--- config.mk ---
export PLATFORM = sky130hd
export DESIGN_NAME = console_port_flat
export DESIGN_NICKNAME = d
export VERILOG_FILES = /design/src/source/soc_pkg.sv /design/src/source/periph_if.sv /design/src/source/console_port.sv /design/src/flat_wrapper.sv
export SDC_FILE = /design/constraint.sdc
export NUM_CORES = 1
export LEC_CHECK = 0
export BUFFER_PORTS_ARGS = -buffer_cell sky130_fd_sc_hd__buf_2
export CORE_ASPECT_RATIO = 1.25
export CORE_MARGIN = 1.5
export CORE_UTILIZATION = 49
export DETAILED_ROUTE_END_ITERATION = 12
export GPL_ROUTABILITY_DRIVEN = 0
export PLACE_DENSITY = 0.95
export SKIP_LAST_GASP = 1
export SLEW_MARGIN = 0
export SYNTH_ARGS = -nofsm -noshare
export SYNTH_HDL_FRONTEND = slang
export SYNTH_SLANG_ARGS = --single-unit
--- constraint.sdc ---
create_clock -name CLOCK_50 -period 4.7 [get_ports CLOCK_50]
set_input_delay 0.47 -clock CLOCK_50 [delete_from_list [all_inputs] [get_ports CLOCK_50]]
set_output_delay 0.47 -clock CLOCK_50 [all_outputs]
set_load 0.02 [all_outputs]
--- src/source/soc_pkg.sv ---
`default_nettype none

package soc_pkg;

    // Bus widths
    localparam int addr_bits = 16;
    localparam int data_bits = 32;

    // Memory map, byte addresses
    localparam logic [addr_bits-1:0] rom_base = 16'h0000;
    localparam int rom_words = 1024;
    localparam logic [addr_bits-1:0] ram_base = 16'h1000;
    localparam int ram_words = 2048;
    localparam int mem_words = rom_words + ram_words;
    localparam int mem_idx_bits = $clog2(mem_words);

    // Peripheral registers
    localparam logic [addr_bits-1:0] console_addr = 16'h3000;
    localparam logic [addr_bits-1:0] key_addr = 16'h3004;
    localparam int console_depth = 4;

    // Interrupt vectors, lower number wins
    localparam int irq_vector_bits = 4;
    localparam logic [irq_vector_bits-1:0] irq_key = 4'd1;
    localparam logic [irq_vector_bits-1:0] irq_console = 4'd2;

    // AXI response codes
    typedef enum logic [1:0] {
        resp_okay   = 2'b00,
        resp_slverr = 2'b10,
        resp_decerr = 2'b11
    } resp_t;

    typedef enum logic [1:0] {
        br_idle,
        br_access,
        br_respond
    } bridge_state_t;

    typedef enum logic [1:0] {
        ps2_idle,
        ps2_data,
        ps2_parity,
        ps2_stop
    } ps2_state_t;

endpackage

`default_nettype wire

--- src/source/periph_if.sv ---
`timescale 1ns/1ps
`default_nettype none

// One request per access, reply on the following cycle
interface periph_if import soc_pkg::*; ();

    logic                 req;
    logic                 we;
    logic [addr_bits-1:0] addr;
    logic [data_bits-1:0] wdata;
    logic [data_bits-1:0] rdata;
    logic                 err;

    modport bridge (
        output req,
        output we,
        output addr,
        output wdata,
        input  rdata,
        input  err
    );

    modport target (
        input  req,
        input  we,
        input  addr,
        input  wdata,
        output rdata,
        output err
    );

endinterface

`default_nettype wire

--- src/source/console_port.sv ---
`timescale 1ns/1ps
`default_nettype none

module console_port import soc_pkg::*; (
    input  logic       CLOCK_50,
    input  logic       KEY0,
    periph_if.target   bus,
    output logic [7:0] tx_data,
    output logic       tx_valid,
    input  logic       tx_ready,
    output logic       drained
);

    logic [7:0] fifo [console_depth];
    logic [$clog2(console_depth)-1:0] wr_ptr;
    logic [$clog2(console_depth)-1:0] rd_ptr;
    logic [$clog2(console_depth):0] count;

    logic full;
    logic push;
    logic pop;

    // Count reaches depth only with its top bit set
    assign full     = count[$clog2(console_depth)];
    assign push     = bus.req && bus.we && !full;
    assign pop      = tx_valid && tx_ready;
    assign tx_valid = count != '0;
    assign tx_data  = fifo[rd_ptr];
    assign drained  = pop && !push && (count == 1);

    always_ff @(posedge CLOCK_50 or negedge KEY0) begin
        if (!KEY0) begin
            wr_ptr  <= '0;
            rd_ptr  <= '0;
            count   <= '0;
            bus.err <= 1'b0;
        end else begin
            if (push) begin
                wr_ptr <= wr_ptr + 1'b1;
            end
            if (pop) begin
                rd_ptr <= rd_ptr + 1'b1;
            end
            if (push && !pop) begin
                count <= count + 1'b1;
            end else if (pop && !push) begin
                count <= count - 1'b1;
            end
            // Dropped byte
            bus.err <= bus.req && bus.we && full;
        end
    end

    always_ff @(posedge CLOCK_50) begin
        if (push) begin
            fifo[wr_ptr] <= bus.wdata[7:0];
        end
        if (bus.req) begin
            bus.rdata <= data_bits'(count);
        end
    end

endmodule

`default_nettype wire

--- src/flat_wrapper.sv ---
// flat-port wrapper written by rule: the top's interface ports become plain ports
module console_port_flat import soc_pkg::*;
  (CLOCK_50, KEY0, tx_data, tx_valid, tx_ready, drained, bus_req, bus_we, bus_addr, bus_wdata, bus_rdata, bus_err);
  periph_if bus_i ();
  input  logic CLOCK_50;
  input  logic KEY0;
  output logic [7:0] tx_data;
  output logic tx_valid;
  input  logic tx_ready;
  output logic drained;
  input wire logic [$bits(bus_i.req)-1:0] bus_req;
  input wire logic [$bits(bus_i.we)-1:0] bus_we;
  input wire logic [$bits(bus_i.addr)-1:0] bus_addr;
  input wire logic [$bits(bus_i.wdata)-1:0] bus_wdata;
  output wire logic [$bits(bus_i.rdata)-1:0] bus_rdata;
  output wire logic [$bits(bus_i.err)-1:0] bus_err;
  assign bus_i.req = bus_req;
  assign bus_i.we = bus_we;
  assign bus_i.addr = bus_addr;
  assign bus_i.wdata = bus_wdata;
  assign bus_rdata = bus_i.rdata;
  assign bus_err = bus_i.err;
  console_port u_core (.CLOCK_50(CLOCK_50), .KEY0(KEY0), .bus(bus_i), .tx_data(tx_data), .tx_valid(tx_valid), .tx_ready(tx_ready), .drained(drained));
endmodule
==> impl_metrics.csv <==
group,metric,value,unit
clock_network,clock_pin_slew_of_the_registers_on_the_worst_case_setup_and_hold_paths,0.08,ns
logic_synthesis,syn-mean-instance-area,16.1,um^2
global_route,grt_usage,13.0,%
logic_synthesis,number_of_distinct_library_cell_variants_in_the_gate_level_netlist_after_synthesis,21,
timing,fin_skew,0.00642,ns
logic_synthesis,postSynthCellCount,122,
floorplanning,chipWidth,59.7,um
floorplanning,die_y,73.8,um
timing,finalMaxSlewViolations,0,
timing,setup-violations-final,0,
clock_network,post-cts-setup-buffers,0,
logic_synthesis,yosys_warnings,0,
logic_synthesis,yosys_register_bits,43,
worst_hold_path,min_delay_path_depth,1,
critical_path,worst_ep_arrival_time,1.78,ns
global_route,grt_pass1_wl,4000,um
critical_path,reg2reg_setup_slack,3.02,ns
finish,area_delta_synth_final,9.29,%
critical_path,critPathKind,"flip-flop to output port",
critical_path,worst_setup_path_end_kind,"output port",
route,initialDrtViolationCount,29,
clock_network,cts_tree,"yes",
power_and_ir_drop,ir_worst_vdd,230,uV
route,remaining_antenna_violation_count,0,
placed_design,dp.cells,199,
timing,grt_setup_unrepaired,"false",
clock_network,cts.htree.levels,2,
finish,drive_gt1_share,28.6,%
power_and_ir_drop,power_density,542,nW/um^2
finish,final_nets,216,
status,result_of_the_run,"complete, no violations",
global_route,antenna_found_initial,0,
route,remaining_drc_errors,0,
critical_path,critical_path.reg2reg.endpoint,"u_core.count[2]",
timing,report.final.hold_viol_count,0,
critical_path,reg2reg_depth,7,
finish,antenna-diode-count,0,
floorplanning,total_i_o_pin_count,96,
route,m1WireLength,1060,um
finish,nFillCells,316,
finish,post_layout_nonfiller_instances,208,
clock_network,clk_root_buffer_cell,"clkbuf_8",
timing,max_slew_margin,61.0,%
logic_synthesis,synth-seq-area-share,63.6,%
worst_hold_path,hold_path_startpoint,"bus_wdata[4]",
placed_design,post-dp-hpwl,2090,um
critical_path,timing.critical_path.fanout_max,10,
clock_network,clock_path_buffers,2,
global_route,largest_net_degree_at_the_start_of_global_routing,14,
global_route,grt_overflow_total,0,
critical_path,crit_start_category,"flip-flop",
timing,worst_pin_slew,0.586,ns
worst_hold_path,worstHoldPathType,"input pin to flip-flop",
floorplanning,dieArea,4410,um^2
worst_hold_path,min_delay_worst_endpoint,"u_core.fifo[2][4]",
logic_synthesis,netlist_area,1970,um^2
critical_path,critPathRequiredTime,4.23,ns
route,met2_length,1440,um
clock_network,numCtsBuffers,5,
floorplanning,initial_utilization,51.5,%
power_and_ir_drop,reported_leakage_power,0.884,nW
floorplanning,rows,25,
timing,fin_tns_setup,0,ns
route,met3RoutedLength,157,um
timing,timing.fmax,444,MHz
route,routed_vias,921,
floorplanning,core_region_area,3820,um^2
global_route,first_global_vias,869,
timing,period_share,47.9,%
clock_network,cts.sink_count,43,
route,firstDrtPassIters,4,
critical_path,r2r_start,"u_core.count[0]",
route,route.detailed.wl_per_inst,13.1,um
timing,period_minus_slack,2.25,ns
placed_design,port_buffers,26,
route,highest-signal-layer,"met4",
job,max-cap-violations,0,
route,postRouteWirelength,2720,um
route,vias_per_cell,4.43,
clock_network,clock_latency,0.29,ns
Yosys cell counts (all sizes together):
library cell   n  area share, %
nor2           3           0.70
conb           1           0.19
xor2           2           0.89
xnor2          4            1.8
mux2           1           0.57
clkbuf         1           0.25
ha            10            6.4
nand3          1           0.25
nand2b         1           0.32
and2           4            1.3
mux2i          1           0.51
inv            6            1.1
dfrtp          8             10
mux4           8            9.2
nand2          4           0.76
buf           30             12
o21ai          1           0.25
and3           1           0.32
edfxtp        35             53
worst max-delay path by stage:
stage	slack, ns	start	cells after the start	to
detailed placement	2.74	u_core.rd_ptr[0]	2	tx_data[4]
global placement	2.77	u_core.rd_ptr[0]	2	tx_data[4]
global route	2.33	u_core.rd_ptr[0]	2	tx_data[4]
CTS	2.41	u_core.rd_ptr[0]	2	tx_data[4]
floorplan	2.70	u_core.count[0]	8	drained
finish	2.45	u_core.rd_ptr[0]	2	tx_data[4]
cell families (layout without fill, tap and decap cells):
family | count (synthesis) | in the layout | synth area share (%)
AO/OA/AOI/OAI | 1 | 1 | 0.254
XOR/XNOR | 6 | 6 | 2.67
adder cells (fa/ha/maj) | 10 | 10 | 6.36
buffers and inverters | 37 | 41 | 13.0
flip-flops | 43 | 43 | 63.6
multiplexers | 10 | 10 | 10.2
other | 1 | 29 | 0.191
AND/OR/NAND/NOR | 14 | 14 | 3.63
power breakdown:
part / switching (mW) / leakage [nW] / internal, mW
registers: 0.0729 / 0.415 / 0.479
clock network: 0.119 / 0.0505 / 0.133
logic: 0.198 / 0.419 / 0.163
state kept, by name (all words and copies together), names as in the netlist:
signal / flops
u_core.bus.err: 1
u_core.bus.rdata: 3
u_core.count: 3
u_core.fifo: 32
u_core.rd_ptr: 2
u_core.wr_ptr: 2
per-stage QoR:
stage	cell area [um^2]	power (mW)	setup WS (ns)	utilization (%)	hold WS [ns]
2_1_floorplan	2070	0.851	2.70	-	0.174
3_3_place_gp	2040	0.908	2.77	53.3	0.315
3_5_place_dp	2040	0.929	2.74	53.3	0.321
4_1_cts	2150	1.18	2.41	56.3	0.376
5_1_grt	2150	1.23	2.33	56.3	0.377
6_report	2150	1.17	2.45	56.3	0.387
cell usage in the layout (no fill, tap or decap), drive strengths merged:
master	instances
edfxtp	35
conb	29
buf	26
ha	10
mux4	8
dfrtp	8
clkbuf	7
inv	6
nand2	4
and2	4
xnor2	4
nor2	3
xor2	2
nand2b	1
and3	1
o21ai	1
mux2i	1
nand3	1
mux2	1
clkinvlp	1
dlygate4sd3	1
routing by layer:
| layer | track usage (%) | vias up |
|---|---|---|
| li1 | - | 429 |
| met1 | 13.6 | 451 |
| met4 | 5.93 | 0 |
| met2 | 22.9 | 35 |
| met3 | 4.40 | 6 |
| met5 | 0 | - |
timing repair:
action / CTS / global route
hold buffers: 1 / 0
hold endpoints to repair: 7 / 0
gates resized for setup: 0 / 0
layout make-up:
class | count | area (um^2) | share of cell area, %
sequential | 43 | 1250 | 58.2
multi-input combinational | 70 | 564 | 26.3
timing repair buffer | 27 | 140 | 6.52
clock buffer | 7 | 96.3 | 4.48
tap | 54 | 67.6 | 3.14
inverter | 6 | 22.5 | 1.05
clock inverter | 1 | 7.51 | 0.349
worst max-delay path, cell delays in order (launching register included):
cell and delay, ns:
dfrtp_1 0.72, mux4_2 0.59, buf_2 0.18
Power figures use the tool's default switching activity.
