$ cat src/source/soc_pkg.sv
`default_nettype none

package soc_pkg;

    // Bus widths
    localparam int addr_bits = 16;
    localparam int data_bits = 32;

    // Memory map, byte addresses
    localparam logic [addr_bits-1:0] rom_base = 16'h0000;
    localparam int rom_words = 1024;
    localparam logic [addr_bits-1:0] ram_base = 16'h1000;
    localparam int ram_words = 2048;
    localparam int mem_words = rom_words + ram_words;
    localparam int mem_idx_bits = $clog2(mem_words);

    // Peripheral registers
    localparam logic [addr_bits-1:0] console_addr = 16'h3000;
    localparam logic [addr_bits-1:0] key_addr = 16'h3004;
    localparam int console_depth = 4;

    // Interrupt vectors, lower number wins
    localparam int irq_vector_bits = 4;
    localparam logic [irq_vector_bits-1:0] irq_key = 4'd1;
    localparam logic [irq_vector_bits-1:0] irq_console = 4'd2;

    // AXI response codes
    typedef enum logic [1:0] {
        resp_okay   = 2'b00,
        resp_slverr = 2'b10,
        resp_decerr = 2'b11
    } resp_t;

    typedef enum logic [1:0] {
        br_idle,
        br_access,
        br_respond
    } bridge_state_t;

    typedef enum logic [1:0] {
        ps2_idle,
        ps2_data,
        ps2_parity,
        ps2_stop
    } ps2_state_t;

endpackage

`default_nettype wire

$ cat src/source/periph_if.sv
`timescale 1ns/1ps
`default_nettype none

// One request per access, reply on the following cycle
interface periph_if import soc_pkg::*; ();

    logic                 req;
    logic                 we;
    logic [addr_bits-1:0] addr;
    logic [data_bits-1:0] wdata;
    logic [data_bits-1:0] rdata;
    logic                 err;

    modport bridge (
        output req,
        output we,
        output addr,
        output wdata,
        input  rdata,
        input  err
    );

    modport target (
        input  req,
        input  we,
        input  addr,
        input  wdata,
        output rdata,
        output err
    );

endinterface

`default_nettype wire

$ cat src/source/ps2_key_port.sv
`timescale 1ns/1ps
`default_nettype none

module ps2_key_port import soc_pkg::*; (
    input  logic     CLOCK_50,
    input  logic     KEY0,
    input  logic     ps2_clk,
    input  logic     ps2_dat,
    periph_if.target bus,
    output logic     key_event
);

    ps2_state_t state;
    logic [1:0] clk_sync;
    logic [1:0] dat_sync;
    logic clk_prev;
    logic [7:0] shift;
    logic [2:0] bit_cnt;
    logic par_ok;
    logic break_seen;
    logic new_flag;
    logic [7:0] key_code;

    logic fall;
    logic rd_clear;

    assign fall     = clk_prev && !clk_sync[1];
    assign rd_clear = bus.req && !bus.we;

    always_ff @(posedge CLOCK_50 or negedge KEY0) begin
        if (!KEY0) begin
            state      <= ps2_idle;
            clk_sync   <= 2'b11;
            dat_sync   <= 2'b11;
            clk_prev   <= 1'b1;
            shift      <= '0;
            bit_cnt    <= '0;
            par_ok     <= 1'b0;
            break_seen <= 1'b0;
            new_flag   <= 1'b0;
            key_code   <= '0;
            key_event  <= 1'b0;
            bus.err    <= 1'b0;
        end else begin
            clk_sync  <= {clk_sync[0], ps2_clk};
            dat_sync  <= {dat_sync[0], ps2_dat};
            clk_prev  <= clk_sync[1];
            key_event <= 1'b0;
            bus.err   <= bus.req && bus.we;
            if (rd_clear) begin
                new_flag <= 1'b0;
            end
            if (fall) begin
                case (state)
                    ps2_idle: begin
                        // Start bit is low
                        if (!dat_sync[1]) begin
                            bit_cnt <= '0;
                            state   <= ps2_data;
                        end
                    end
                    ps2_data: begin
                        shift   <= {dat_sync[1], shift[7:1]};
                        bit_cnt <= bit_cnt + 1'b1;
                        if (bit_cnt == 3'd7) begin
                            state <= ps2_parity;
                        end
                    end
                    ps2_parity: begin
                        // Odd parity over data and parity bit
                        par_ok <= ^{dat_sync[1], shift};
                        state  <= ps2_stop;
                    end
                    ps2_stop: begin
                        state <= ps2_idle;
                        if (dat_sync[1] && par_ok) begin
                            if (shift == 8'hf0) begin
                                break_seen <= 1'b1;
                            end else if (break_seen) begin
                                break_seen <= 1'b0;
                            end else begin
                                key_code  <= shift;
                                new_flag  <= 1'b1;
                                key_event <= 1'b1;
                            end
                        end
                    end
                    default: state <= ps2_idle;
                endcase
            end
        end
    end

    // Flag in bit 8, code below
    always_ff @(posedge CLOCK_50) begin
        if (bus.req) begin
            bus.rdata <= data_bits'({new_flag, key_code});
        end
    end

endmodule

`default_nettype wire

$ cat src/flat_wrapper.sv
// flat-port wrapper written by rule: the top's interface ports become plain ports
module ps2_key_port_flat import soc_pkg::*;
  (CLOCK_50, KEY0, ps2_clk, ps2_dat, key_event, bus_req, bus_we, bus_addr, bus_wdata, bus_rdata, bus_err);
  periph_if bus_i ();
  input  logic CLOCK_50;
  input  logic KEY0;
  input  logic ps2_clk;
  input  logic ps2_dat;
  output logic key_event;
  input wire logic [$bits(bus_i.req)-1:0] bus_req;
  input wire logic [$bits(bus_i.we)-1:0] bus_we;
  input wire logic [$bits(bus_i.addr)-1:0] bus_addr;
  input wire logic [$bits(bus_i.wdata)-1:0] bus_wdata;
  output wire logic [$bits(bus_i.rdata)-1:0] bus_rdata;
  output wire logic [$bits(bus_i.err)-1:0] bus_err;
  assign bus_i.req = bus_req;
  assign bus_i.we = bus_we;
  assign bus_i.addr = bus_addr;
  assign bus_i.wdata = bus_wdata;
  assign bus_rdata = bus_i.rdata;
  assign bus_err = bus_i.err;
  ps2_key_port u_core (.CLOCK_50(CLOCK_50), .KEY0(KEY0), .ps2_clk(ps2_clk), .ps2_dat(ps2_dat), .bus(bus_i), .key_event(key_event));
endmodule
$ cat config.mk
export PLATFORM = sky130hd
export DESIGN_NAME = ps2_key_port_flat
export DESIGN_NICKNAME = d
export VERILOG_FILES = /design/src/source/soc_pkg.sv /design/src/source/periph_if.sv /design/src/source/ps2_key_port.sv /design/src/flat_wrapper.sv
export SDC_FILE = /design/constraint.sdc
export NUM_CORES = 1
export LEC_CHECK = 0
export CAP_MARGIN = 0
export CORE_ASPECT_RATIO = 2
export CORE_MARGIN = 2
export CORE_UTILIZATION = 55
export CTS_BUF_LIST = sky130_fd_sc_hd__clkbuf_4 sky130_fd_sc_hd__clkbuf_8 sky130_fd_sc_hd__clkbuf_16
export DETAILED_ROUTE_END_ITERATION = 10
export DONT_BUFFER_PORTS = 1
export GPL_ROUTABILITY_DRIVEN = 0
export PLACE_DENSITY = 0.68
export SLEW_MARGIN = 20
export SYNTH_ARGS = -nofsm -noshare
export SYNTH_HDL_FRONTEND = slang
export SYNTH_SLANG_ARGS = --single-unit
$ cat constraint.sdc
create_clock -name CLOCK_50 -period 2.4 [get_ports CLOCK_50]
set_clock_uncertainty 0.05 [all_clocks]
set_input_delay 0 -clock CLOCK_50 [delete_from_list [all_inputs] [get_ports CLOCK_50]]
set_output_delay 0 -clock CLOCK_50 [all_outputs]
set_load 0.03 [all_outputs]
==> flow_summary.json <==
{
  "outcome": "completed",
  "clk_path_buf_depth": 2,
  "swShare": 0.292,
  "yosys_register_bits": 40,
  "irDropWorstVdd_mv": 0.884,
  "design.die.area_um2": 3830,
  "synth_edf_count": 9,
  "power_frac_seq": 0.478,
  "end_kind": "flop",
  "initial_core_util": 0.579,
  "wirelength_um": 2390,
  "grt_pass1_vias": 876,
  "antenna_found_initial": 0,
  "synthTopCellsByCount": "dfrtp_1 (26), buf_4 (23), ha_1 (10), edfxtp_1 (9), mux2_2 (9)",
  "numCtsBuffers": 5,
  "drt_iter0_markers": 7,
  "p_leak_nw": 0.994,
  "rows": 29,
  "cp_data_arrival_time_ns": 2.11,
  "max_freq_ghz": 0.505,
  "antenna_cells": 0,
  "synth.area.top_cells": "dfrtp_1 (36%), edfxtp_1 (15%), buf_4 (9.5%), dfstp_2 (7.2%), ha_1 (6.8%)",
  "layoutNonFillerInstCount": 169,
  "p_comb_frac": 0.269,
  "synth-main-ff-cell": "dfrtp_1",
  "core_um2": 3160,
  "areaGrowthSynthToFinish_pct": 6.30,
  "layout.nets": 201,
  "setup_viol": 0,
  "hold-worst-slack_ns": 0.109,
  "yosysUniqueCellTypes": 27,
  "min_period_ns": 1.98,
  "hold_viol": 0,
  "dp_cells": 155,
  "hold_class": "input pin to asynchronous set/reset pin",
  "start_kind": "flop",
  "p_int_mw": 1.49,
  "cts_tree": "yes",
  "hpwl_um": 1800,
  "wl_per_cell_um": 14.1,
  "syn_avg_cell_area_um2": 14.5,
  "grt_overflow": 0,
  "via_count": 854,
  "clk_latency_ns": 0.29,
  "finalPower_mw": 2.11,
  "synth.largest_area_cell": "dfrtp_1",
  "final_max_slew_viol_count": 0,
  "synth-warning-count": 0,
  "die_x_um": 44.8,
  "rsz0062_at_grt": "no",
  "ant_nets": 0,
  "drtPass1Iterations": 4,
  "syn_area_um2": 1830,
  "cts_htree_levels": 2,
  "pwr-share-clk": 0.253,
  "drc_errors": 0,
  "setup_tns_ns": 0,
  "synth-seq-area-share": 0.576,
  "ios": 88,
  "via_per_inst": 5.05,
  "synth_most_common_cell": "dfrtp_1",
  "cap_violations": 0,
  "grt_max_degree": 32,
  "postSynth.asyncResetShare": 0.775,
  "switchingPower_mw": 0.616,
  "cts-root-buf": "clkbuf_8",
  "grt_pass1_wl_um": 3920,
  "worst_ep_required_time_ns": 2.52,
  "critPathKind": "flop to flop",
  "cts_resized": 0,
  "floorplan.die.height_um": 85.5,
  "clkSinkCount": 40,
  "crit_fanout": 10,
  "path_clk_slew_ns": 0.07,
  "finalCritPeriodShare": 0.826,
  "syn_inst": 126,
  "drive_above_1_share": 0.246,
  "track_usage": 0.147,
  "synth_top_cell_area_share": 0.356,
  "io_buffers": 0,
  "power.density_nw_per_um2": 1090
}
## placed cells by master, fill, tap and decap left out, types with 2 or more instances in the layout
| master | instances |
|---|---|
| dfrtp_1 | 26 |
| conb_1 | 23 |
| ha_1 | 10 |
| mux2_2 | 9 |
| edfxtp_1 | 9 |
| inv_1 | 8 |
| mux2_4 | 8 |
| clkbuf_8 | 5 |
| dlygate4sd3_1 | 5 |
| dfstp_2 | 5 |
| nand2_1 | 4 |
| mux2i_1 | 4 |
| nand3_1 | 2 |
| a22o_1 | 2 |
## area by class of cell
class                      count  area [µm²]
timing repair buffer           7        77.6
clock buffer                   6        76.3
fill                         250        1210
multi-input combinational     75         632
sequential                    40        1050
tap                           31        38.8
clock inverter                 2        35.0
inverter                       8        30.0
## worst max-delay path: stages, from the launching register on
cell	delay, ns
dfrtp_1	0.41
ha_1	0.22
and4_4	0.18
or4b_1	0.49
buf_4	0.21
mux2_4	0.31
## through the flow
step | utilization | setup WS, ns | area [µm²]
CTS | 0.615 | 0.409 | 1940
detailed placement | 0.558 | 0.421 | 1760
floorplan | - | 0.521 | 1910
global placement | 0.558 | 0.433 | 1760
finish | 0.615 | 0.419 | 1940
global route | 0.615 | 0.344 | 1940
## state kept, by name, summed over array words and instances (netlist names), 2 cells and up
name / flops
u_core.bit_cnt: 3
u_core.bus.rdata: 9
u_core.clk_sync: 2
u_core.dat_sync: 2
u_core.state: 2
u_core.shift: 8
u_core.key_code: 8
## power by group through the flow
stage / registers, mW / logic [mW] / clock network, mW
6_report: 1.01 / 0.568 / 0.534
5_1_grt: 1.03 / 0.643 / 0.574
4_1_cts: 1.01 / 0.582 / 0.550
3_5_place_dp: 1.02 / 0.557 / 0
3_3_place_gp: 1.01 / 0.537 / 0
2_1_floorplan: 0.987 / 0.514 / 0
## timing repair
action / in CTS / in global routing
setup endpoints to repair: 0 / 0
hold buffers: 6 / 0
setup buffers: 0 / 0
hold endpoints to repair: 44 / 0
## logic make-up (layout without fill, tap and decap cells)
family | count (synthesis) | after routing | synth area share
mux | 21 | 21 | 0.143
xor+xnor | 3 | 3 | 0.0219
other cells | 1 | 23 | 0.00205
buf+inv | 33 | 23 | 0.123
fa+ha+maj | 10 | 10 | 0.0685
simple gates | 14 | 14 | 0.0486
compound gates | 4 | 4 | 0.0164
flops | 40 | 40 | 0.576
## routing by layer
layer / up-vias / GRT usage / wire, µm
li1: 398 / - / -
met1: 429 / 0.143 / 778
met2: 23 / 0.250 / 1470
met3: 4 / 0.0442 / 78
met4: 0 / 0.0992 / 53
met5: - / 0 / 0
## final timing paths
path	startpoint	end	slack, ns	cells after the start
max	u_core.shift[6]$_DFFE_PN0P_	u_core.key_code[3]$_DFFE_PN0P_	0.42	5
min	KEY0	u_core.key_code[1]$_DFFE_PN0P_	0.11	2
max reg2reg	u_core.shift[6]$_DFFE_PN0P_	u_core.key_code[3]$_DFFE_PN0P_	0.42	5
min reg2reg	u_core.dat_sync[0]$_DFF_PN1_	u_core.dat_sync[1]$_DFF_PN1_	0.31	0
max in group asynchronous	KEY0	u_core.clk_prev$_DFF_PN1_	1.95	2
min in group CLOCK_50	ps2_dat	u_core.dat_sync[0]$_DFF_PN1_	0.20	1
No activity file was read; power rests on OpenSTA's default activity.
