`src/source/soc_pkg.sv`:
```
`default_nettype none

package soc_pkg;

    // Bus widths
    localparam int addr_bits = 16;
    localparam int data_bits = 32;

    // Memory map, byte addresses
    localparam logic [addr_bits-1:0] rom_base = 16'h0000;
    localparam int rom_words = 1024;
    localparam logic [addr_bits-1:0] ram_base = 16'h1000;
    localparam int ram_words = 2048;
    localparam int mem_words = rom_words + ram_words;
    localparam int mem_idx_bits = $clog2(mem_words);

    // Peripheral registers
    localparam logic [addr_bits-1:0] console_addr = 16'h3000;
    localparam logic [addr_bits-1:0] key_addr = 16'h3004;
    localparam int console_depth = 4;

    // Interrupt vectors, lower number wins
    localparam int irq_vector_bits = 4;
    localparam logic [irq_vector_bits-1:0] irq_key = 4'd1;
    localparam logic [irq_vector_bits-1:0] irq_console = 4'd2;

    // AXI response codes
    typedef enum logic [1:0] {
        resp_okay   = 2'b00,
        resp_slverr = 2'b10,
        resp_decerr = 2'b11
    } resp_t;

    typedef enum logic [1:0] {
        br_idle,
        br_access,
        br_respond
    } bridge_state_t;

    typedef enum logic [1:0] {
        ps2_idle,
        ps2_data,
        ps2_parity,
        ps2_stop
    } ps2_state_t;

endpackage

`default_nettype wire

```
`src/source/irq_ctrl.sv`:
```
`timescale 1ns/1ps
`default_nettype none

module irq_ctrl import soc_pkg::*; (
    input  logic                       CLOCK_50,
    input  logic                       KEY0,
    input  logic                       key_event,
    input  logic                       drained,
    output logic [irq_vector_bits-1:0] irq_vector,
    input  logic                       irq_ack
);

    // One pending bit per vector number
    logic [irq_console:irq_key] pending;
    logic [irq_console:irq_key] pend_next;
    logic ack;

    assign ack = irq_ack && (irq_vector != '0);

    always_comb begin
        pend_next = pending;
        if (ack && irq_vector == irq_key) begin
            pend_next[irq_key] = 1'b0;
        end
        if (ack && irq_vector == irq_console) begin
            pend_next[irq_console] = 1'b0;
        end
        pend_next[irq_key]     = pend_next[irq_key] || key_event;
        pend_next[irq_console] = pend_next[irq_console] || drained;
    end

    // Vector is held until acknowledged, the next one follows a cycle later
    always_ff @(posedge CLOCK_50 or negedge KEY0) begin
        if (!KEY0) begin
            pending    <= '0;
            irq_vector <= '0;
        end else begin
            pending <= pend_next;
            if (ack) begin
                irq_vector <= '0;
            end else if (irq_vector == '0) begin
                if (pend_next[irq_key]) begin
                    irq_vector <= irq_key;
                end else if (pend_next[irq_console]) begin
                    irq_vector <= irq_console;
                end
            end
        end
    end

endmodule

`default_nettype wire

```
`config.mk`:
```
export PLATFORM = sky130hd
export DESIGN_NAME = irq_ctrl
export DESIGN_NICKNAME = d
export VERILOG_FILES = /design/src/source/soc_pkg.sv /design/src/source/irq_ctrl.sv
export SDC_FILE = /design/constraint.sdc
export NUM_CORES = 1
export LEC_CHECK = 0
export ABC_AREA = 1
export ABC_CLOCK_PERIOD_IN_PS = 800
export BUFFER_PORTS_ARGS = -buffer_cell sky130_fd_sc_hd__buf_2
export CAP_MARGIN = 10
export CORE_AREA = 2 2 39 41
export DETAILED_ROUTE_END_ITERATION = 12
export DIE_AREA = 0 0 41 43
export GPL_TIMING_DRIVEN = 0
export SLEW_MARGIN = 10
export SYNTH_ARGS = -nofsm -noshare
export SYNTH_HDL_FRONTEND = slang
export SYNTH_SLANG_ARGS = --single-unit
```
`constraint.sdc`:
```
create_clock -name CLOCK_50 -period 0.8 [get_ports CLOCK_50]
set_input_delay 0 -clock CLOCK_50 [delete_from_list [all_inputs] [get_ports CLOCK_50]]
set_output_delay 0 -clock CLOCK_50 [all_outputs]
set_load 0.005 [all_outputs]
```
==> metrics.txt, run 1 <==
# TYPE chip_impl_metric gauge
chip_impl_info{name="post_synth_most_frequent_cells",value="sky130_fd_sc_hd__nand2_1 (6), sky130_fd_sc_hd__inv_1 (5), sky130_fd_sc_hd__dfrtp_1 (4)"} 1
chip_impl_metric{name="pin_count_of_the_biggest_net_entering_global_routing",unit=""} 6
chip_impl_metric{name="postSynthCellCount",unit=""} 26
chip_impl_info{name="critical-path-top-delay-family",value="flip-flops"} 1
chip_impl_info{name="path_common_cell",value="sky130_fd_sc_hd__buf_4"} 1
chip_impl_metric{name="ctsHtreeMaxLevel",unit=""} 1
chip_impl_metric{name="die_w",unit="µm"} 41
chip_impl_metric{name="pwr_density_cell",unit="nW/µm²"} 3210
chip_impl_info{name="hold_path_class",value="in -> reg"} 1
chip_impl_metric{name="finalHoldViolations",unit=""} 0
chip_impl_info{name="ys_top_cells_by_area",value="sky130_fd_sc_hd__dfrtp_1 (49%), sky130_fd_sc_hd__nand2_1 (11%), sky130_fd_sc_hd__inv_1 (9.1%), sky130_fd_sc_hd__buf_4 (7.3%), sky130_fd_sc_hd__nand2_2 (6.1%)"} 1
chip_impl_metric{name="regArea",unit="µm²"} 100
chip_impl_metric{name="nNetsFinal",unit=""} 52
chip_impl_metric{name="routed_wl",unit="µm"} 447
chip_impl_metric{name="number_of_antenna_violations_at_the_first_check_in_global_routing",unit=""} 0
chip_impl_metric{name="synthesis.area_per_instance",unit="µm²"} 7.89
chip_impl_metric{name="cp.depth",unit=""} 5
chip_impl_metric{name="proportion_of_register_bits_with_asynchronous_set_or_reset_after_synthesis",unit=""} 1.00
chip_impl_metric{name="hold_ws",unit="ps"} 58.1
chip_impl_metric{name="fin_cells",unit=""} 61
chip_impl_metric{name="clock_path_buffers",unit=""} 2
chip_impl_metric{name="fp.dieH",unit="µm"} 43
chip_impl_info{name="standard_cell_with_the_maximum_stage_delay_on_the_critical_path",value="sky130_fd_sc_hd__dfrtp_1"} 1
chip_impl_metric{name="cellLeakagePower",unit="µW"} 0.000205
chip_impl_metric{name="vias_per_cell",unit=""} 3.49
chip_impl_metric{name="area_growth",unit="%"} 80.5
chip_impl_metric{name="share_of_synthesized_area_occupied_by_flip_flops_and_latches",unit=""} 0.488
chip_impl_metric{name="core_area",unit="µm²"} 1380
chip_impl_metric{name="multi_input_comb_area",unit="µm²"} 81.3
chip_impl_metric{name="antenna_cells",unit=""} 0
chip_impl_info{name="most_numerous_cell_in_the_yosys_netlist",value="sky130_fd_sc_hd__nand2_1"} 1
chip_impl_metric{name="cts_made_buffers",unit=""} 3
chip_impl_info{name="violations_in_the_final_reports",value="setup timing"} 1
chip_impl_metric{name="drive_gt1_frac",unit=""} 0.556
chip_impl_metric{name="cp.buffers_inverters",unit=""} 3
chip_impl_metric{name="maximum_ir_drop_on_the_vdd_rail",unit="V"} 0.000681
chip_impl_metric{name="placement_rows",unit=""} 14
chip_impl_metric{name="worstPathArrival",unit="ps"} 1110
chip_impl_metric{name="post_synth_num_cell_types",unit=""} 12
chip_impl_info{name="synth_top_area_cell",value="sky130_fd_sc_hd__dfrtp_1"} 1
chip_impl_metric{name="synth_edf_count",unit=""} 0
chip_impl_metric{name="gpl.final_weighted_congestion",unit=""} 0.683
chip_impl_metric{name="grt_usage",unit=""} 0.0584
chip_impl_metric{name="grt_pass1_wl",unit="µm"} 641
chip_impl_metric{name="place.port_buffers",unit=""} 6
chip_impl_metric{name="detail_route.wl_per_cell",unit="µm"} 7.33
chip_impl_metric{name="design_area",unit="µm²"} 370
chip_impl_metric{name="post-route-period-util",unit=""} 1.20
chip_impl_info{name="worstPathCellList",value="inv_2 > buf_4 > buf_4 > nand2_2 > a21oi_1"} 1
chip_impl_metric{name="critical_path_peak_fanout",unit=""} 3
chip_impl_metric{name="drtIter0Drc",unit=""} 5
chip_impl_metric{name="worst_ep_required_time",unit="ps"} 950
chip_impl_metric{name="postRouteAntennaNets",unit=""} 0
chip_impl_metric{name="area_of_the_mapped_netlist",unit="µm²"} 205
chip_impl_metric{name="yosys_warnings",unit=""} 0
chip_impl_metric{name="route.vias.total",unit=""} 213
chip_impl_metric{name="postSynthRegisterBits",unit=""} 4
chip_impl_metric{name="dp_hpwl",unit="µm"} 305
chip_impl_metric{name="clock_latency",unit="ps"} 230
chip_impl_info{name="cts_tree",value="built"} 1
chip_impl_metric{name="setup_violations",unit=""} 5
chip_impl_metric{name="dp.cells",unit=""} 49
chip_impl_metric{name="worst_r2r_path_depth",unit=""} 5
chip_impl_metric{name="grt_remaining_overflow",unit=""} 0
chip_impl_metric{name="drc",unit=""} 0
chip_impl_metric{name="layout.filler_cells",unit=""} 147
chip_impl_metric{name="worst_case_clock_skew",unit="ps"} 0.507
chip_impl_info{name="yosys_most_used_dff",value="sky130_fd_sc_hd__dfrtp_1"} 1
chip_impl_info{name="result_of_the_run",value="finished with violations"} 1
chip_impl_metric{name="grt_pass1_vias",unit=""} 202
chip_impl_metric{name="slew_viol_final",unit=""} 0
chip_impl_metric{name="hold_depth",unit=""} 4
chip_impl_metric{name="postPlaceCellArea",unit="µm²"} 264
chip_impl_metric{name="die_area",unit="µm²"} 1760
chip_impl_info{name="worstSetupPathType",value="reg -> reg"} 1
chip_impl_metric{name="floorplan.io_pins",unit=""} 9
chip_impl_metric{name="sinks_on_the_clock_net",unit=""} 4
chip_impl_metric{name="clkTransAtPathRegs",unit="ps"} 30
chip_impl_metric{name="max_freq",unit="MHz"} 1040
chip_impl_metric{name="effective_utilization_at_floorplan",unit=""} 0.148
chip_impl_info{name="timing.critical_path.to_type",value="register"} 1
chip_impl_info{name="ctsRootBufferMaster",value="sky130_fd_sc_hd__clkbuf_4"} 1
chip_impl_metric{name="final_critical_path_setup_slack",unit="ps"} -157
chip_impl_info{name="crit_start_category",value="register"} 1
chip_impl_metric{name="period_needed",unit="ps"} 957
chip_impl_metric{name="cap_viol_max_count",unit=""} 0
chip_impl_metric{name="area_share_of_the_leading_cell_type_in_the_synthesized_netlist",unit=""} 0.488
chip_impl_metric{name="firstDrtPassIters",unit=""} 2
chip_impl_metric{name="crit_path_max_incr_delay",unit="ps"} 390
chip_impl_info{name="grt_setup_unrepaired",value="yes"} 1
[worst register-to-register path: stages (launching register included)]
cell and delay (ps):
sky130_fd_sc_hd__dfrtp_1 390, sky130_fd_sc_hd__inv_2 90, sky130_fd_sc_hd__buf_4 100, sky130_fd_sc_hd__buf_4 90, sky130_fd_sc_hd__nand2_2 50, sky130_fd_sc_hd__a21oi_1 150
[registers in the layout (all words and copies together), names as in the netlist]
name / cells
irq_vector: 2
pending: 2
[final timing paths]
kind	from	endpoint	slack [ps]
min in group asynchronous	KEY0	pending[1]	100
max in group asynchronous	KEY0	irq_vector[1]	580
hold reg to reg	pending[2]	pending[2]	490
setup / recovery	irq_vector[1]	irq_vector[0]	-160
setup reg to reg	irq_vector[1]	irq_vector[0]	-160
hold / removal	irq_ack	irq_vector[0]	60
[what timing repair did]
item | in CTS | in global routing
hold buffers | 2 | 0
pin swaps | 0 | 2
endpoints found under the hold margin | 5 | 0
endpoints found under the setup margin | 4 | 6
buffers inserted | 3 | 4
resized for setup | 0 | 4
[power breakdown]
part | total [µW] | internal [µW] | switching [µW] | leakage (µW)
Combinational | 618 | 358 | 260 | 0.000148
Clock | 242 | 167 | 74.6 | 0.0000138
Sequential | 329 | 269 | 59.9 | 0.0000435
[metrics by stage]
step | setup WS (ps) | total power (µW) | setup TNS (ps) | util
after floorplan | -76.5 | 560 | -146 | -
after global placement | -131 | 656 | -246 | 0.191
after detailed placement | -143 | 665 | -268 | 0.191
after CTS | -132 | 1010 | -429 | 0.238
after global routing | -238 | 1300 | -770 | 0.268
final | -157 | 1190 | -519 | 0.268
[metal layers]
layer,vias to the layer above,part of all wire,global-route usage
met4,0,0,0.0600
li1,111,-,-
met5,-,0,0
met2,5,0.57,0.0969
met1,97,0.33,0.0390
met3,0,0.092,0.0314
[cells by family (layout without fill, tap and decap cells)]
logic type             count (synthesis)  after routing  share of synthesized area
AO/OA/AOI/OAI                          3              3                     0.0853
buffers and inverters                  8             26                      0.183
flip-flops                             4              4                      0.488
other                                  1              2                     0.0183
AND/OR/NAND/NOR                       10             10                      0.226
[cells in the final DEF, fill, tap and decap left out, drive strengths merged]
master / count
buf: 15
dfrtp: 4
inv: 6
conb: 2
o21ai: 1
nand3: 1
dlygate4sd3: 2
a21oi: 1
nand2: 8
clkbuf: 3
nor2: 1
o211ai: 1
[area by class of cell]
cell class,instances,share of cell area
tap,16,0.0541
sequential,4,0.270
clock buffer,3,0.0608
timing repair buffer,15,0.294
multi-input combinational,15,0.220
buffer,2,0.0405
inverter,6,0.0608
Note: power is estimated with default switching activity, not from simulation.
==> inputs of run 2 (changes only) <==
RECOVER_POWER = 50   (was not set)
SETUP_SLACK_MARGIN = 0.2   (was not set)
==> metrics.txt, run 2 (synthesis results as in run 1) <==
# TYPE chip_impl_metric gauge
chip_impl_metric{name="place.port_buffers",unit=""} 6
chip_impl_metric{name="fin_tns_setup",unit="ps"} -340
chip_impl_metric{name="critical_path_peak_fanout",unit=""} 3
chip_impl_info{name="top_regs",value="irq_vector x2, pending x2"} 1
chip_impl_metric{name="area_growth",unit="%"} 56.1
chip_impl_metric{name="hold_ws",unit="ps"} -17.6
chip_impl_metric{name="number_of_antenna_violations_at_the_first_check_in_global_routing",unit=""} 0
chip_impl_info{name="result_of_the_run",value="finished with violations"} 1
chip_impl_metric{name="effective_utilization_at_floorplan",unit=""} 0.148
chip_impl_metric{name="die_area",unit="µm²"} 1760
chip_impl_metric{name="fp.dieH",unit="µm"} 43
chip_impl_metric{name="clock_latency",unit="ps"} 230
chip_impl_info{name="timing.critical_path.to_type",value="register"} 1
chip_impl_metric{name="pwr_density_cell",unit="nW/µm²"} 3150
chip_impl_metric{name="maximum_ir_drop_on_the_vdd_rail",unit="V"} 0.000594
chip_impl_metric{name="fin_cells",unit=""} 56
chip_impl_metric{name="use_met2",unit=""} 0.0969
chip_impl_metric{name="floorplan.io_pins",unit=""} 9
chip_impl_metric{name="worst_case_clock_skew",unit="ps"} 0.114
chip_impl_metric{name="reg2reg_slack",unit="ps"} -90
chip_impl_metric{name="combinationalPowerShare",unit=""} 0.438
chip_impl_metric{name="route.vias.total",unit=""} 196
chip_impl_metric{name="vias_per_cell",unit=""} 3.50
chip_impl_metric{name="placement_rows",unit=""} 14
chip_impl_metric{name="drtIter0Drc",unit=""} 0
chip_impl_metric{name="worstPathArrival",unit="ps"} 1060
chip_impl_metric{name="die_w",unit="µm"} 41
chip_impl_metric{name="slew_viol_final",unit=""} 0
chip_impl_metric{name="ctsHtreeMaxLevel",unit=""} 1
chip_impl_metric{name="pin_count_of_the_biggest_net_entering_global_routing",unit=""} 6
chip_impl_metric{name="grt_pass1_vias",unit=""} 194
chip_impl_metric{name="drc",unit=""} 0
chip_impl_metric{name="clkTransAtPathRegs",unit="ps"} 40
chip_impl_metric{name="use_met1",unit=""} 0.0326
chip_impl_metric{name="ctsHoldBuffers",unit=""} 1
chip_impl_metric{name="setup_violations",unit=""} 5
chip_impl_metric{name="nNetsFinal",unit=""} 47
chip_impl_metric{name="antenna_cells",unit=""} 0
chip_impl_metric{name="max_freq",unit="MHz"} 1120
chip_impl_metric{name="core_area",unit="µm²"} 1380
chip_impl_metric{name="gpl.final_weighted_congestion",unit=""} 0.683
chip_impl_metric{name="seqPwrFrac",unit=""} 0.322
chip_impl_info{name="violations_in_the_final_reports",value="hold timing, setup timing"} 1
chip_impl_metric{name="grt_usage",unit=""} 0.0595
chip_impl_metric{name="grtUsageMet3",unit=""} 0.0471
chip_impl_metric{name="cts_made_buffers",unit=""} 3
chip_impl_info{name="cts_tree",value="built"} 1
chip_impl_info{name="hold_path_class",value="in -> reg"} 1
chip_impl_metric{name="routed_wl",unit="µm"} 420
chip_impl_metric{name="postRouteAntennaNets",unit=""} 0
chip_impl_metric{name="pwr-share-clk",unit=""} 0.241
chip_impl_metric{name="post-route-period-util",unit=""} 1.12
chip_impl_metric{name="clock_path_buffers",unit=""} 2
chip_impl_metric{name="worst_ep_required_time",unit="ps"} 960
chip_impl_metric{name="cellLeakagePower",unit="µW"} 0.000178
chip_impl_metric{name="grt_pass1_wl",unit="µm"} 621
chip_impl_metric{name="dp.cells",unit=""} 49
chip_impl_metric{name="total_switching_power",unit="µW"} 355
chip_impl_info{name="most_congested_layer_reported_by_global_routing",value="met2"} 1
chip_impl_metric{name="intPower",unit="µW"} 654
chip_impl_info{name="ctsRootBufferMaster",value="sky130_fd_sc_hd__clkbuf_4"} 1
chip_impl_metric{name="postPlaceCellArea",unit="µm²"} 264
chip_impl_metric{name="detail_route.wl_per_cell",unit="µm"} 7.50
chip_impl_metric{name="design_area",unit="µm²"} 320
chip_impl_metric{name="cap_viol_max_count",unit=""} 0
chip_impl_metric{name="firstDrtPassIters",unit=""} 1
chip_impl_metric{name="switching_share",unit=""} 0.352
chip_impl_info{name="layout_common_cells",value="sky130_fd_sc_hd__inv_1 (5), sky130_fd_sc_hd__nand2_1 (5), sky130_fd_sc_hd__buf_4 (5), sky130_fd_sc_hd__buf_2 (5), sky130_fd_sc_hd__dfrtp_1 (4)"} 1
chip_impl_metric{name="grt_remaining_overflow",unit=""} 0
chip_impl_metric{name="final_critical_path_setup_slack",unit="ps"} -92.9
chip_impl_metric{name="finalHoldViolations",unit=""} 1
chip_impl_metric{name="place_worst_setup_slack",unit="ps"} -142
chip_impl_info{name="worstSetupPathType",value="reg -> reg"} 1
chip_impl_metric{name="drive_gt1_frac",unit=""} 0.475
chip_impl_metric{name="period_needed",unit="ps"} 893
chip_impl_metric{name="sinks_on_the_clock_net",unit=""} 4
chip_impl_metric{name="dp_hpwl",unit="µm"} 307
chip_impl_info{name="grt_setup_unrepaired",value="yes"} 1
chip_impl_info{name="crit_start_category",value="register"} 1
-- run 2: cell count changes in the layout (fill, tap and decap cells not counted), sizes merged --
cell | before | now
buf | 15 | 10
dlygate4sd3 | 2 | 1
clkbuf | 3 | 4
-- run 2: final cells by class --
cell class                      instances  area (µm²)
Inverter                                6        22.5
Clock buffer                            3        22.5
Buffer                                  2        15.0
Sequential cell                         4         100
Timing Repair Buffer                   10        61.3
Fill cell                             162        1060
Multi-Input combinational cell         15        78.8
Tap cell                               16        20.0
-- run 2: per-layer routing --
| layer | wire length (µm) | part of all wire | vias to the layer above |
|---|---|---|---|
| met5 | 0 | 0 | - |
| met4 | 0 | 0 | 0 |
| met3 | 38 | 0.090 | 0 |
| met2 | 251 | 0.60 | 5 |
| met1 | 130 | 0.31 | 90 |
| li1 | - | - | 101 |
-- run 2: final timing paths --
| check | start | to | cells after the start |
|---|---|---|---|
| max | irq_vector[1] | irq_vector[1] | 7 |
| min | drained | pending[2] | 3 |
| max reg2reg | irq_vector[1] | irq_vector[1] | 7 |
| min reg2reg | pending[2] | pending[2] | 2 |
| max in group asynchronous | KEY0 | irq_vector[1] | 2 |
| min in group asynchronous | KEY0 | pending[1] | 2 |
-- run 2: repair_timing --
item | CTS | global route
gates resized for setup | 0 | 1
setup endpoints to repair | 6 | 6
setup buffers | 3 | 0
endpoints found under the hold margin | 5 | 1
-- run 2: power by group through the flow --
| stage | clock (µW) | combinational [µW] | sequential (µW) |
|---|---|---|---|
| after CTS | 260 | 438 | 320 |
| after detailed placement | 0 | 336 | 330 |
| final | 243 | 442 | 324 |
| after floorplan | 0 | 233 | 328 |
| after global placement | 0 | 326 | 330 |
| after global routing | 280 | 484 | 329 |
-- run 2: critical path: stages, from the launching register on --
cell,delay (ps)
sky130_fd_sc_hd__dfrtp_1,380
sky130_fd_sc_hd__inv_2,80
sky130_fd_sc_hd__nand3_2,60
sky130_fd_sc_hd__nand2_2,60
sky130_fd_sc_hd__nand2_2,50
sky130_fd_sc_hd__nand2_2,60
sky130_fd_sc_hd__nand2_1,60
sky130_fd_sc_hd__nor2_2,80
-- run 2: per-stage QoR --
| step | power [µW] | hold slack (ps) | utilization |
|---|---|---|---|
| floorplan | 560 | -296 | - |
| global placement | 656 | -193 | 0.191 |
| detailed placement | 665 | -191 | 0.191 |
| CTS | 1020 | -25.5 | 0.231 |
| global route | 1090 | -18.2 | 0.231 |
| finish | 1010 | -17.6 | 0.231 |
